[config.mk]
export PLATFORM = sky130hd
export DESIGN_NAME = fetch_unit
export DESIGN_NICKNAME = d
export VERILOG_FILES = /design/src/logic/tinker_pkg.sv /design/src/logic/fetch_unit.sv
export SDC_FILE = /design/constraint.sdc
export NUM_CORES = 1
export LEC_CHECK = 0
export BUFFER_PORTS_ARGS = -buffer_cell sky130_fd_sc_hd__buf_2
export CAP_MARGIN = 25
export CORE_MARGIN = 2
export CORE_UTILIZATION = 30
export DETAILED_ROUTE_END_ITERATION = 8
export SLEW_MARGIN = 20
export SYNTH_ARGS = -nofsm -noshare
export SYNTH_HDL_FRONTEND = slang
export SYNTH_SLANG_ARGS = --single-unit
export TNS_END_PERCENT = 20
[constraint.sdc]
create_clock -name clk -period 4.7 [get_ports clk]
set_clock_uncertainty 0.15 [all_clocks]
set_input_delay 0.235 -clock clk [delete_from_list [all_inputs] [get_ports clk]]
set_output_delay 0.235 -clock clk [all_outputs]
set_load 0.1 [all_outputs]
[src/logic/tinker_pkg.sv]
package tinker_pkg;

    // datapath widths
    localparam int XLEN       = 64;  // register and data width
    localparam int INSTR_W    = 32;  // every instruction is one word
    localparam int REG_ADDR_W = 5;   // 32 registers
    localparam int LIT_W      = 12;  // literal field
    localparam int ADDR_W     = 32;  // byte addresses

    // memory map
    localparam logic [ADDR_W-1:0] PC_RESET_ADDR = 32'h0000_2000;  // program base
    localparam int                MEM_BYTES     = 16384;          // also r31 at reset

    // mov r0,r0 is opcode 0x11 with all register fields zero
    localparam logic [INSTR_W-1:0] NOP_INSTR = 32'h8800_0000;

    // opcode field of every kept instruction
    typedef enum logic [4:0] {
        OP_AND    = 5'h00,
        OP_OR     = 5'h01,
        OP_XOR    = 5'h02,
        OP_NOT    = 5'h03,  // rt ignored
        OP_SHFTR  = 5'h04,
        OP_SHFTRI = 5'h05,  // rd >> L
        OP_SHFTL  = 5'h06,
        OP_SHFTLI = 5'h07,  // rd << L
        OP_BRR_L  = 5'h0a,  // pc relative with L in words
        OP_HALT   = 5'h0f,
        OP_LOAD   = 5'h10,  // rd <- mem64[rs+L]
        OP_MOV_RS = 5'h11,
        OP_MOV_L  = 5'h12,  // low 12 bits of rd replaced
        OP_STORE  = 5'h13,  // mem64[rd+L] <- rs
        OP_ADD    = 5'h18,
        OP_ADDI   = 5'h19,  // rd + L
        OP_SUB    = 5'h1a,
        OP_SUBI   = 5'h1b   // rd - L
    } opcode_e;

endpackage

[src/logic/fetch_unit.sv]
`timescale 1ns/10ps

module fetch_unit (
    input  logic                           clk,
    input  logic                           reset,
    input  logic                           stall,         // load-use hold
    input  logic                           branch_taken,  // brr L resolved in ID
    input  logic                           halt_id,
    input  logic [tinker_pkg::ADDR_W-1:0]  branch_target,
    input  logic [tinker_pkg::INSTR_W-1:0] instr_if,      // from fetch port of memory
    output logic [tinker_pkg::ADDR_W-1:0]  pc_if,
    output logic [tinker_pkg::ADDR_W-1:0]  pc_id,
    output logic [tinker_pkg::INSTR_W-1:0] instr_id
);

    logic halted;  // sticky once halt left ID
    logic squash;  // kill whatever is being fetched

    assign squash = branch_taken || halt_id || halted;

    // program counter
    always_ff @(posedge clk or posedge reset) begin
        if (reset) begin
            pc_if  <= tinker_pkg::PC_RESET_ADDR;
            halted <= 1'b0;
        end else if (!stall) begin
            if (halt_id)
                halted <= 1'b1;  // pc frozen from here on
            if (!halt_id && !halted)
                pc_if <= branch_taken ? branch_target : pc_if + 32'd4;
        end
    end

    // IF/ID register, stall has priority so a held instruction is never lost
    always_ff @(posedge clk or posedge reset) begin
        if (reset) begin
            pc_id    <= '0;
            instr_id <= tinker_pkg::NOP_INSTR;
        end else if (!stall) begin
            pc_id    <= pc_if;
            instr_id <= squash ? tinker_pkg::NOP_INSTR : instr_if;
        end
    end

endmodule

# --- Word-level counts from Yosys, hierarchy flattened ---
# Cells that the tools add are included.
classes:
  n_mux: 2
  reduce_logical: 7
  bitwise_logic: 1
  addsub: 1
ops:
  columns: ["op", "n"]
  rows:
  - ["32-bit 2-to-1 mux", 2]
  - ["32-bit by 3-bit adder with 32-bit output (second input constant)", 1]
  - ["2-bit AND reduction", 2]
  - ["1-bit zero test", 2]
  - ["1-bit logical OR", 2]
  - ["1-bit logical AND", 1]
  - ["1-bit inverter", 1]
word_totals:
  out_inout_bits: 96
  reg_bits: 97
  in_bits: 69
  elab_cells: 15

# --- Depth between registers and ports, before layout ---
# Gate-level depths: netlist (run 1).
depth:
  depth_word: 3
  ltp_mapped: 7
  mapped_depth_nobuf: 6

# --- Worst setup path before layout (run 1) ---
# Ideal clock, no wire load.
synth_path:
  path_type: "reg2reg"
  startpoint: "register pc_if[2] (netlist bit)"
  endpoint: "register pc_if[22] (netlist bit)"
  n_path_buf: 0
  setup_time_ns: 0.071
  path_stages_with_launch: 7
  path_slack_ns: 1.964
  synth_period_minus_slack_ns: 2.736
  arrival_ns: 2.515
  required_ns: 4.479
  cell_sequence: "dfrtp_1 -> ha_1 -> nand3_1 -> nor3_2 -> nand3_1 -> or4_1 -> nand3_1"
synth_via:
  elab_chain_cells: 2
synth_lines:
  columns: ["item", "line_no", "source"]
  rows:
  - ["start, declared", "fetch_unit.sv:11", "output logic [tinker_pkg::ADDR_W-1:0] pc_if,"]
  - ["start signal, assigned", "fetch_unit.sv:24", "pc_if <= tinker_pkg::PC_RESET_ADDR;"]
  - ["start signal, assigned", "fetch_unit.sv:30", "pc_if <= branch_taken ? branch_target : pc_if + 32'd4;"]
  - ["32-bit by 3-bit adder with 32-bit output", "fetch_unit.sv:30", null]
  - ["32-bit 2-to-1 mux", "fetch_unit.sv:30", null]
# No other way between the ends.
# A chain may end at the register's enable or synchronous reset.

# --- Worst setup path in the final report (run 1) ---
# Same ends and word-level chain as after synthesis.

==> metrics.log, run 1 <==
[metrics] final wirelength: 13660 µm
[metrics] antenna violations before repair: 0
[metrics] number of gates given a new drive strength after cts: 0
[metrics] post-route worst hold slack: 0.02364 ns
[metrics] Clock Tree Root: sky130_fd_sc_hd__clkbuf_16
[metrics] required time at the worst-slack endpoint: 4.83 ns
[metrics] Starting Density: 30.63%
[metrics] x dimension of the die: 125.8 µm
[metrics] number of standard-cell rows in the floorplan: 44
[metrics] actual transition at the worst max-transition pin: 0.7761 ns
[metrics] proportion of layout cells with a drive suffix above 1: 39.46%
[metrics] Cell Area, Placed: 5389 µm²
[metrics] total power after layout: 2.657 mW
[metrics] combined area of the multi-input logic cells: 1833 µm²
[metrics] largest stage delay on the critical path: 0.48 ns
[metrics] number of enable flip-flop cells after synthesis: 0
[metrics] status: completed
[metrics] Syn Area/Cell: 11.16 µm²
[metrics] Setup Viol. Count Final: 0
[metrics] placed wire-length estimate after detailed placement: 9484 µm
[metrics] register share of total power: 37.2%
[metrics] Synthesis Warnings: 0
[metrics] final count of hold timing violations: 0
[metrics] Main synth FF type: sky130_fd_sc_hd__dfrtp_1
[metrics] Most common cell on crit path: sky130_fd_sc_hd__nand3_1
[metrics] Switching Fraction: 39.96%
[metrics] final routed wire length divided by cell count: 17.58 µm
[metrics] # DRC: 0
[metrics] cell leakage power: 2.946 nW
[metrics] synthesized netlist net count: 469
[metrics] power density cells: 434.7 nW/µm²
[metrics] startpoint of the lowest-slack register-to-register path: pc_if[2]
[metrics] setup ws final: 2.412 ns
[metrics] H-Tree Depth: 3
[metrics] post-synth design cell area: 4452 µm²
[metrics] number of sinks driven by the clock tree: 97
[metrics] All-Layer GR Usage: 17.36%
[metrics] startpoint-to-endpoint class of the critical path: reg2reg
[metrics] total count of max-transition violations in the final report: 0
[metrics] number of global-route vias before repair: 3930
[metrics] Peak supply drop: 0.2984 mV
[metrics] global-route wire length before repair: 21710 µm
[metrics] latest clock arrival within the worst-skew pair: 0.34 ns
[metrics] net load switching power: 1.062 mW
[metrics] share of total power in combinational logic: 31.2%
[metrics] number of placed I/O pins: 165
[metrics] unrepaired setup endpoints after global routing: no
[metrics] peak clock frequency supported by timing: 437.1 MHz
[metrics] TritonCTS clock tree: done
[metrics] clock group share of total power: 31.6%
[metrics] sequential share of the synthesized area: 54.61%
[metrics] cell depth of the worst min-delay path: 3
[metrics] post-synthesis instance total: 399
[metrics] global-route congestion overflow total: 0
[metrics] number of maximum-capacitance violations: 0
[metrics] First-pass DRT Iterations: 5
[metrics] Num CTS Buffers: 9
[metrics] capture instance of the worst register-to-register path: pc_if[22]
[metrics] number of nets in the layout: 659
[metrics] final period utilization: 48.68%
[metrics] final weighted congestion in routability-driven placement: 0.7975
[metrics] clk slew on worst S/H paths: 0.07 ns
[metrics] core area: 14530 µm²
[metrics] Area Overhead vs Synth: 37.30%
[metrics] class of the most critical hold timing path: in2reg
[metrics] Die Area: 15830 µm²
[metrics] residual antenna-violating net count after detailed routing: 0
[metrics] ratio of routed vias to standard cells: 5.127
[metrics] number of synthesized register bits: 97
[metrics] beginning of the worst hold path: branch_target[17]
[metrics] number of buffers inserted by port buffering: 164
[metrics] number of library cell types mapped by synthesis: 54
[metrics] count of antenna diodes in the layout: 0
[metrics] worst-case clock buffer depth: 2
[metrics] Final Critical Period: 2.288 ns
[metrics] final design instance area without fill: 6112 µm²
[metrics] Die H: 125.8 µm
[metrics] Fill cells: 1400
[metrics] flip-flop and latch area: 2431 µm²
[metrics] type of origin of the critical path: flip-flop
[metrics] register-to-register setup slack: 2.41 ns
[metrics] Worst Hold End: pc_if[17]
[metrics] largest fanout on the critical path: 8
[metrics] drt first-iter violations: 175
[metrics] number of vias in the routed layout: 3984
[metrics] library cell contributing the largest single delay on the critical path: sky130_fd_sc_hd__dfrtp_1
[metrics] maximum number of pins on one net before global-route repair: 67
[metrics] Internal: 1.595 mW
[metrics] asr flop ratio synth: 100.0%
[metrics] Sum Neg Setup Slack: 0 ns
[metrics] depth of the most critical reg-to-reg path: 6
[metrics] post-placement setup slack: 2.284 ns
[metrics] critical path arrival: 2.42 ns
[metrics] number of setup buffers added after CTS: 0
[metrics] kind of end point of the critical path: flip-flop
[metrics] normalized max-slew margin: 48.26%
[metrics] crit path cell chain: ha_1 > nand3_1 > nor3_2 > nand3_1 > or4_1 > nand3_1
==> cells in the mapped netlist (all sizes together) (2+ instances only) <==
master,n,area [µm²]
and3,9,60.06
nor4,4,40.04
dfstp,3,78.83
a21oi,30,150.1
clkbuf,17,73.82
nand2,26,97.59
dfrtp,94,2352
mux2,33,371.6
a22oi,2,15.01
inv,4,15.01
or3,4,25.02
mux2i,4,40.04
o211ai,3,22.52
and4,3,27.53
a41o,2,20.02
nor3,11,60.06
buf,12,90.08
a22o,30,262.8
a21o,3,22.52
or4,2,15.01
o22a,4,35.03
a31oi,4,25.02
nand3,25,130.1
nand4,10,68.81
o21ai,24,120.1
nor2,18,67.56
o22ai,3,18.77
==> final cells by class <==
class / count / share of cell area (%)
Clock buffer: 10 / 3.910
Sequential cell: 97 / 39.77
Clock inverter: 5 / 1.699
Multi-Input combinational cell: 267 / 29.99
Inverter: 5 / 0.3480
Timing Repair Buffer: 209 / 20.51
Tap cell: 184 / 3.767
==> critical path, delay by kind of cell (launching register included) <==
kind                     cells  cell delay [ns]
AND/OR/NAND/NOR              5             1.35
flip-flops                   1             0.48
adder cells (fa/ha/maj)      1             0.26
==> worst max-delay path by stage <==
stage / to / slack (ns) / startpoint
after global routing: pc_if[22] / 2.21 / pc_if[2]
after global placement: pc_if[31] / 2.33 / stall
final: pc_if[22] / 2.41 / pc_if[2]
after detailed placement: pc_if[31] / 2.28 / stall
after floorplan: halted / 1.79 / reset
after CTS: pc_if[22] / 2.41 / pc_if[2]
==> per-stage QoR <==
stage                     std cells  util (%)
after global routing            777     42.05
after CTS                       777     42.05
after detailed placement        724     37.08
final                           777     42.05
after floorplan                 399         -
after global placement          724     37.08
==> registers in the layout, indices dropped and copies added (netlist names) <==
name	flops
pc_id	32
instr_id	32
halted	1
pc_if	32
==> per-layer routing <==
layer	wire length (µm)	track usage, %
met5	0	0
met3	919	5.310
met1	6024	22.70
met4	180	4.977
met2	6537	28.01
==> timing repair <==
item	4_1_cts	5_1_grt
hold buffers	38	0
endpoints found under the hold margin	87	0
setup endpoints to repair	0	0
==> cell usage in the layout, fill, tap and decap left out, types with 2 or more instances in the layout <==
cell	n
sky130_fd_sc_hd__nor3_1	9
sky130_fd_sc_hd__mux2i_1	4
sky130_fd_sc_hd__bufinv_16	3
sky130_fd_sc_hd__clkbuf_16	9
sky130_fd_sc_hd__or4_1	2
sky130_fd_sc_hd__a31oi_1	4
sky130_fd_sc_hd__o211ai_1	3
sky130_fd_sc_hd__buf_2	164
sky130_fd_sc_hd__a21o_1	3
sky130_fd_sc_hd__o22ai_1	3
sky130_fd_sc_hd__inv_1	3
sky130_fd_sc_hd__nand3_1	24
sky130_fd_sc_hd__dfrtp_1	94
sky130_fd_sc_hd__and4_1	2
sky130_fd_sc_hd__nor2_1	17
sky130_fd_sc_hd__o22a_1	4
sky130_fd_sc_hd__nor3_2	2
sky130_fd_sc_hd__buf_4	7
sky130_fd_sc_hd__nand4_1	9
sky130_fd_sc_hd__a21oi_1	30
sky130_fd_sc_hd__dlygate4sd3_1	38
sky130_fd_sc_hd__mux2_2	32
sky130_fd_sc_hd__o21ai_1	3
sky130_fd_sc_hd__dfstp_2	3
sky130_fd_sc_hd__a22o_1	30
sky130_fd_sc_hd__and3_2	3
sky130_fd_sc_hd__nand2_1	26
sky130_fd_sc_hd__o21ai_0	21
sky130_fd_sc_hd__nor4_1	3
sky130_fd_sc_hd__a22oi_1	2
sky130_fd_sc_hd__and3_1	6
sky130_fd_sc_hd__a41o_1	2
sky130_fd_sc_hd__or3_1	4
==> power groups by stage <==
stage	Clock (mW)	Combinational, mW	Sequential, mW
detailed placement	0	0.809	1.01
finish	0.838	0.830	0.989
global placement	0	0.807	1.00
floorplan	0	0.132	1.52
global route	0.900	0.862	1.00
CTS	0.870	0.835	0.990
==> logic make-up after synthesis <==
family | after synthesis | share of synthesized area, %
adder cells (fa/ha/maj) | 1 | 0.2810
AND/OR/NAND/NOR | 114 | 14.02
multiplexers | 37 | 9.247
AO/OA/AOI/OAI | 115 | 17.45
buffers and inverters | 35 | 4.384
flip-flops | 97 | 54.61
Note: power is estimated with default switching activity, not from simulation.
==> run 2, diff against run 1 <==
clock period = 2.3 ns   (was 4.7 ns; I/O delays follow)
==> run 2 against run 1 <==
- sequential share of layout area shrank 1.6 points
- die area did not move
- fmax is 9.5% higher
- via count is 3.9% higher
- non-clock buffer count is 30 higher
==> metrics.log, run 2 (synthesis gave the netlist of run 1 again) <==
[metrics] count of antenna diodes in the layout: 0 (unchanged)
[metrics] Worst Hold End: pc_if[26]
[metrics] type of origin of the critical path: flip-flop
[metrics] number of standard-cell rows in the floorplan: 44 (unchanged)
[metrics] Placed Instances: 731 (+0.97%)
[metrics] total power after layout: 5.306 mW (+100%)
[metrics] Final Critical Period: 2.090 ns (-0.1980 ns)
[metrics] startpoint of the lowest-slack register-to-register path: pc_if[4]
[metrics] critical path arrival: 2.22 ns (-0.20 ns)
[metrics] number of buffers inserted by port buffering: 164 (unchanged)
[metrics] Setup Viol. Count Final: 0 (unchanged)
[metrics] Die Area: 15830 µm² (unchanged)
[metrics] final wirelength: 13990 µm (+2.4%)
[metrics] ratio of routed vias to standard cells: 5.125 (about the same)
[metrics] global-route wire length before repair: 22310 µm (+2.8%)
[metrics] registers with the most flip-flops: instr_id (32), pc_id (32), pc_if (32)
[metrics] final weighted congestion in routability-driven placement: 0.8128 (+1.9%)
[metrics] final design instance area without fill: 6374 µm² (+4.3%)
[metrics] post-layout instance count excluding filler cells: 808 (+4.0%)
[metrics] Clock Tree Root: sky130_fd_sc_hd__clkbuf_16
[metrics] beginning of the worst hold path: branch_taken
[metrics] class of the most critical hold timing path: in2reg
[metrics] largest fanout on the critical path: 9 (+1)
[metrics] maximum number of pins on one net before global-route repair: 98 (+46%)
[metrics] final period utilization: 90.86% (+42 points)
[metrics] post-placement setup slack: 0.2461 ns (-2.038 ns)
[metrics] capture instance of the worst register-to-register path: pc_if[23]
[metrics] All-Layer GR Usage: 17.64% (+0.28 points)
[metrics] number of global-route vias before repair: 4239 (+7.9%)
[metrics] number of setup buffers added after CTS: 0 (unchanged)
[metrics] status: completed
[metrics] # DRC: 0 (unchanged)
[metrics] cell leakage power: 3.051 nW (+3.6%)
[metrics] normalized max-slew margin: 48.87% (+0.61 points)
[metrics] startpoint-to-endpoint class of the critical path: reg2reg
[metrics] register-to-register setup slack: 0.21 ns (-2.20 ns)
[metrics] Die H: 125.8 µm (unchanged)
[metrics] number of maximum-capacitance violations: 0 (unchanged)
[metrics] x dimension of the die: 125.8 µm (unchanged)
[metrics] placed wire-length estimate after detailed placement: 9486 µm (about the same)
[metrics] number of sinks driven by the clock tree: 97 (unchanged)
[metrics] cell depth of the worst min-delay path: 2 (-1)
[metrics] core area: 14530 µm² (unchanged)
[metrics] Sum Neg Setup Slack: 0 ns (unchanged)
[metrics] clk slew on worst S/H paths: 0.07 ns (about the same)
[metrics] Cell Area, Placed: 5455 µm² (+1.2%)
[metrics] residual antenna-violating net count after detailed routing: 0 (unchanged)
[metrics] latest clock arrival within the worst-skew pair: 0.35 ns (about the same)
[metrics] antenna violations before repair: 0 (unchanged)
[metrics] First-pass DRT Iterations: 4 (-1)
[metrics] total count of max-transition violations in the final report: 0 (unchanged)
[metrics] kind of end point of the critical path: flip-flop
[metrics] Peak supply drop: 1.055 mV (+250%)
[metrics] number of nets in the layout: 689 (+4.6%)
[metrics] H-Tree Depth: 3 (unchanged)
[metrics] final routed wire length divided by cell count: 17.32 µm (-1.5%)
[metrics] peak clock frequency supported by timing: 478.5 MHz (+9.5%)
[metrics] worst-case clock buffer depth: 2 (unchanged)
[metrics] number of placed I/O pins: 165 (unchanged)
[metrics] global-route congestion overflow total: 0 (unchanged)
[metrics] drt first-iter violations: 211 (+21%)
[metrics] Starting Density: 30.63% (unchanged)
[metrics] power density cells: 832.6 nW/µm² (+92%)
[metrics] required time at the worst-slack endpoint: 2.43 ns (-2.40 ns)
[metrics] TritonCTS clock tree: done
[metrics] final count of hold timing violations: 0 (unchanged)
[metrics] proportion of layout cells with a drive suffix above 1: 38.94% (-0.52 points)
[metrics] unrepaired setup endpoints after global routing: no
[metrics] number of vias in the routed layout: 4141 (+3.9%)
[metrics] Area Overhead vs Synth: 43.17%
[metrics] actual transition at the worst max-transition pin: 0.7669 ns (-0.009200 ns)
[metrics] Num CTS Buffers: 9 (unchanged)
[metrics] most common cell after layout, fill and taps aside: sky130_fd_sc_hd__buf_2
[metrics] commonest non-fill, non-tap cells in the layout: 164 x sky130_fd_sc_hd__buf_2, 92 x sky130_fd_sc_hd__dfrtp_1, 61 x sky130_fd_sc_hd__dlygate4sd3_1, 32 x sky130_fd_sc_hd__mux2_2
[metrics] setup ws final: 0.2101 ns (-2.202 ns)
[metrics] depth of the most critical reg-to-reg path: 5 (-1)
==> run 2: what timing repair did <==
item,in CTS,in global routing
endpoints found under the setup margin,0,2
gates resized for setup,0,2
hold buffers,61,0
endpoints found under the hold margin,154,0
==> run 2: through the flow <==
step                hold WS, ns  util, %
floorplan               0.08560        -
global placement         0.1583    37.53
detailed placement       0.1673    37.53
CTS                     0.01026    43.84
global route            0.03099    43.85
finish                  0.02443    43.85
==> run 2: how the worst max path moves through the flow <==
| stage | slack, ns | start | depth (start not counted) | endpoint |
|---|---|---|---|---|
| global placement | 0.28 | pc_if[4] | 5 | pc_if[23] |
| detailed placement | 0.25 | pc_if[4] | 5 | pc_if[23] |
| CTS | 0.22 | pc_if[6] | 5 | pc_if[23] |
| global route | 0.01 | pc_if[6] | 5 | pc_if[23] |
| floorplan | -0.44 | pc_if[2] | 6 | pc_if[22] |
| finish | 0.21 | pc_if[4] | 5 | pc_if[23] |
==> run 2: report_power, final <==
group / switching, mW / total (mW) / internal (mW)
Sequential: 0.155 / 2.01 / 1.86
Combinational: 1.40 / 1.75 / 0.354
Clock: 0.665 / 1.54 / 0.879
==> run 2: final cells by class <==
cell class | count | area (µm²)
Fill cell | 1376 | 8160
Sequential cell | 97 | 2434
Multi-Input combinational cell | 267 | 1833
Timing Repair Buffer | 239 | 1549
Clock buffer | 11 | 242.7
Tap cell | 184 | 230.2
Clock inverter | 5 | 62.56
Inverter | 5 | 22.52
==> run 2: worst max-delay path, cell delays in order (launching register included) <==
cell and delay, ns:
sky130_fd_sc_hd__dfrtp_1 0.50, sky130_fd_sc_hd__nand4_2 0.19, sky130_fd_sc_hd__nor4_4 0.50, sky130_fd_sc_hd__nand4_1 0.16
sky130_fd_sc_hd__or4_1 0.42, sky130_fd_sc_hd__nand4_1 0.10
==> run 2: per-layer routing <==
layer | track usage [%] | vias to the layer above | wire (µm)
li1 | - | 1945 | -
met1 | 21.83 | 2050 | 6019
met2 | 31.03 | 139 | 7056
met3 | 4.163 | 7 | 810
met4 | 4.590 | 0 | 106
met5 | 0 | - | 0
==> run 3, diff against run 2 <==
MAX_ROUTING_LAYER = met4   (was unset)
==> run 3 against run 2 <==
- routed wire length is 0.22% lower
- highest routed layer unchanged
- worst hold slack got worse by 0.0091 ns
- critical path type unchanged
- first-iteration DRC count grew 8.5%
- core utilization stayed put
- sequential share of layout area unchanged
- critical endpoint unchanged
- worst setup slack got worse by 0.0017 ns
==> metrics.log, run 3 (synthesis gave the netlist of run 1 again) <==
[metrics] GR met1 Demand/Resource: 22.00% (+0.16 points)
[metrics] drt first-iter violations: 229 (+8.5%)
[metrics] peak clock frequency supported by timing: 478.1 MHz (about the same)
[metrics] startpoint of the lowest-slack register-to-register path: pc_if[4]
[metrics] antenna violations before repair: 0 (unchanged)
[metrics] Clock Tree Root: sky130_fd_sc_hd__clkbuf_16
[metrics] number of vias in the routed layout: 4188 (+1.1%)
[metrics] placed wire-length estimate after detailed placement: 9486 µm (unchanged)
[metrics] Final Critical Period: 2.092 ns (+0.001708 ns)
[metrics] Num CTS Buffers: 9 (unchanged)
[metrics] number of sinks driven by the clock tree: 97 (unchanged)
[metrics] number of placed I/O pins: 165 (unchanged)
[metrics] global-route wire length before repair: 22300 µm (about the same)
[metrics] most common cell after layout, fill and taps aside: sky130_fd_sc_hd__buf_2
[metrics] final count of hold timing violations: 0 (unchanged)
[metrics] register-to-register setup slack: 0.21 ns (about the same)
[metrics] kind of end point of the critical path: flip-flop
[metrics] maximum number of pins on one net before global-route repair: 98 (unchanged)
[metrics] startpoint-to-endpoint class of the critical path: reg2reg
[metrics] number of maximum-capacitance violations: 0 (unchanged)
[metrics] count of antenna diodes in the layout: 0 (unchanged)
[metrics] critical path arrival: 2.23 ns (about the same)
[metrics] latest clock arrival within the worst-skew pair: 0.35 ns (about the same)
[metrics] final wirelength: 13960 µm (-0.22%)
[metrics] status: completed
[metrics] number of buffers inserted by port buffering: 164 (unchanged)
[metrics] # DRC: 0 (unchanged)
[metrics] unrepaired setup endpoints after global routing: no
[metrics] Die H: 125.8 µm (unchanged)
[metrics] normalized max-slew margin: 49.21% (+0.34 points)
[metrics] registers with the most flip-flops: instr_id (32), pc_id (32), pc_if (32)
[metrics] ratio of routed vias to standard cells: 5.183 (+1.1%)
[metrics] proportion of layout cells with a drive suffix above 1: 38.94% (unchanged)
[metrics] total power after layout: 5.314 mW (+0.14%)
[metrics] fraction of met3 tracks used by global routing: 3.781% (-0.38 points)
[metrics] x dimension of the die: 125.8 µm (unchanged)
[metrics] clk slew on worst S/H paths: 0.07 ns (about the same)
[metrics] number of setup buffers added after CTS: 0 (unchanged)
[metrics] TritonCTS clock tree: done
[metrics] depth of the most critical reg-to-reg path: 5 (unchanged)
[metrics] grt peak-use layer: met2
[metrics] Die Area: 15830 µm² (unchanged)
[metrics] type of origin of the critical path: flip-flop
[metrics] Peak supply drop: 1.056 mV (+0.11%)
[metrics] Sum Neg Setup Slack: 0 ns (unchanged)
[metrics] class of the most critical hold timing path: in2reg
[metrics] residual antenna-violating net count after detailed routing: 0 (unchanged)
[metrics] beginning of the worst hold path: branch_taken
[metrics] final period utilization: 90.94% (about the same)
[metrics] commonest non-fill, non-tap cells in the layout: 164 x sky130_fd_sc_hd__buf_2, 92 x sky130_fd_sc_hd__dfrtp_1, 61 x sky130_fd_sc_hd__dlygate4sd3_1, 32 x sky130_fd_sc_hd__mux2_2
[metrics] Area Overhead vs Synth: 43.17% (unchanged)
[metrics] All-Layer GR Usage: 18.17% (+0.53 points)
[metrics] final weighted congestion in routability-driven placement: 0.8248 (+1.5%)
[metrics] Setup Viol. Count Final: 0 (unchanged)
[metrics] number of standard-cell rows in the floorplan: 44 (unchanged)
[metrics] end-of-flow core utilization: 43.85% (unchanged)
[metrics] First-pass DRT Iterations: 5 (+1)
[metrics] capture instance of the worst register-to-register path: pc_if[23]
[metrics] Placed Instances: 731 (unchanged)
[metrics] cell depth of the worst min-delay path: 2 (unchanged)
[metrics] largest fanout on the critical path: 9 (unchanged)
[metrics] total count of max-transition violations in the final report: 0 (unchanged)
[metrics] Worst Hold End: pc_if[26]
[metrics] cell leakage power: 3.051 nW (unchanged)
[metrics] Starting Density: 30.63% (unchanged)
[metrics] worst-case clock buffer depth: 2 (unchanged)
[metrics] GR Util met2: 31.13% (+0.095 points)
[metrics] core area: 14530 µm² (unchanged)
[metrics] number of nets in the layout: 689 (unchanged)
[metrics] power density cells: 833.7 nW/µm² (+0.14%)
[metrics] actual transition at the worst max-transition pin: 0.7618 ns (-0.005160 ns)
[metrics] number of global-route vias before repair: 4243 (+0.094%)
[metrics] H-Tree Depth: 3 (unchanged)
[metrics] final routed wire length divided by cell count: 17.28 µm (-0.22%)
[metrics] post-layout instance count excluding filler cells: 808 (unchanged)
[metrics] global-route congestion overflow total: 0 (unchanged)
[metrics] required time at the worst-slack endpoint: 2.44 ns (about the same)
run 3: critical path, stage by stage (launching register included):
cell and delay, ns:
sky130_fd_sc_hd__dfrtp_1 0.50, sky130_fd_sc_hd__nand4_2 0.19, sky130_fd_sc_hd__nor4_4 0.50, sky130_fd_sc_hd__nand4_1 0.16, sky130_fd_sc_hd__or4_1 0.42, sky130_fd_sc_hd__nand4_1 0.10
run 3: per-stage QoR:
stage	hold slack (ns)	setup slack, ns	area, µm²
after floorplan	0.08560	-0.4362	4456
after global placement	0.1583	0.2775	5455
after detailed placement	0.1673	0.2461	5455
after CTS	0.01026	0.2171	6371
after global routing	0.03099	0.01090	6374
final	0.01532	0.2084	6374
run 3: report_power, final:
part | switching (mW) | internal (mW) | leakage [nW]
Combinational | 1.40 | 0.354 | 1.70
Sequential | 0.155 | 1.86 | 1.21
Clock | 0.671 | 0.879 | 0.142
Total | 2.22 | 3.09 | 3.05
run 3: final cells by class:
class                           count  area, µm²
Clock inverter                      5      62.56
Fill cell                        1376       8160
Inverter                            5      22.52
Sequential cell                    97       2434
Clock buffer                       11      242.7
Timing Repair Buffer              239       1549
Tap cell                          184      230.2
Multi-Input combinational cell    267       1833
run 3: what timing repair did:
action	CTS	global route
hold buffers	61	0
setup endpoints to repair	0	2
endpoints found under the hold margin	154	0
gates resized for setup	0	2
run 3: worst max-delay path by stage:
stage	from	to	slack, ns	cells past startpoint
after floorplan	pc_if[2]	pc_if[22]	-0.44	6
after global placement	pc_if[4]	pc_if[23]	0.28	5
after detailed placement	pc_if[4]	pc_if[23]	0.25	5
after CTS	pc_if[6]	pc_if[23]	0.22	5
after global routing	pc_if[6]	pc_if[23]	0.01	5
final	pc_if[4]	pc_if[23]	0.21	5
run 3: routing by layer:
layer,wire [µm],up-vias
met2,6932,156
met1,5991,2073
met4,150,0
li1,-,1948
met5,0,-
met3,887,11
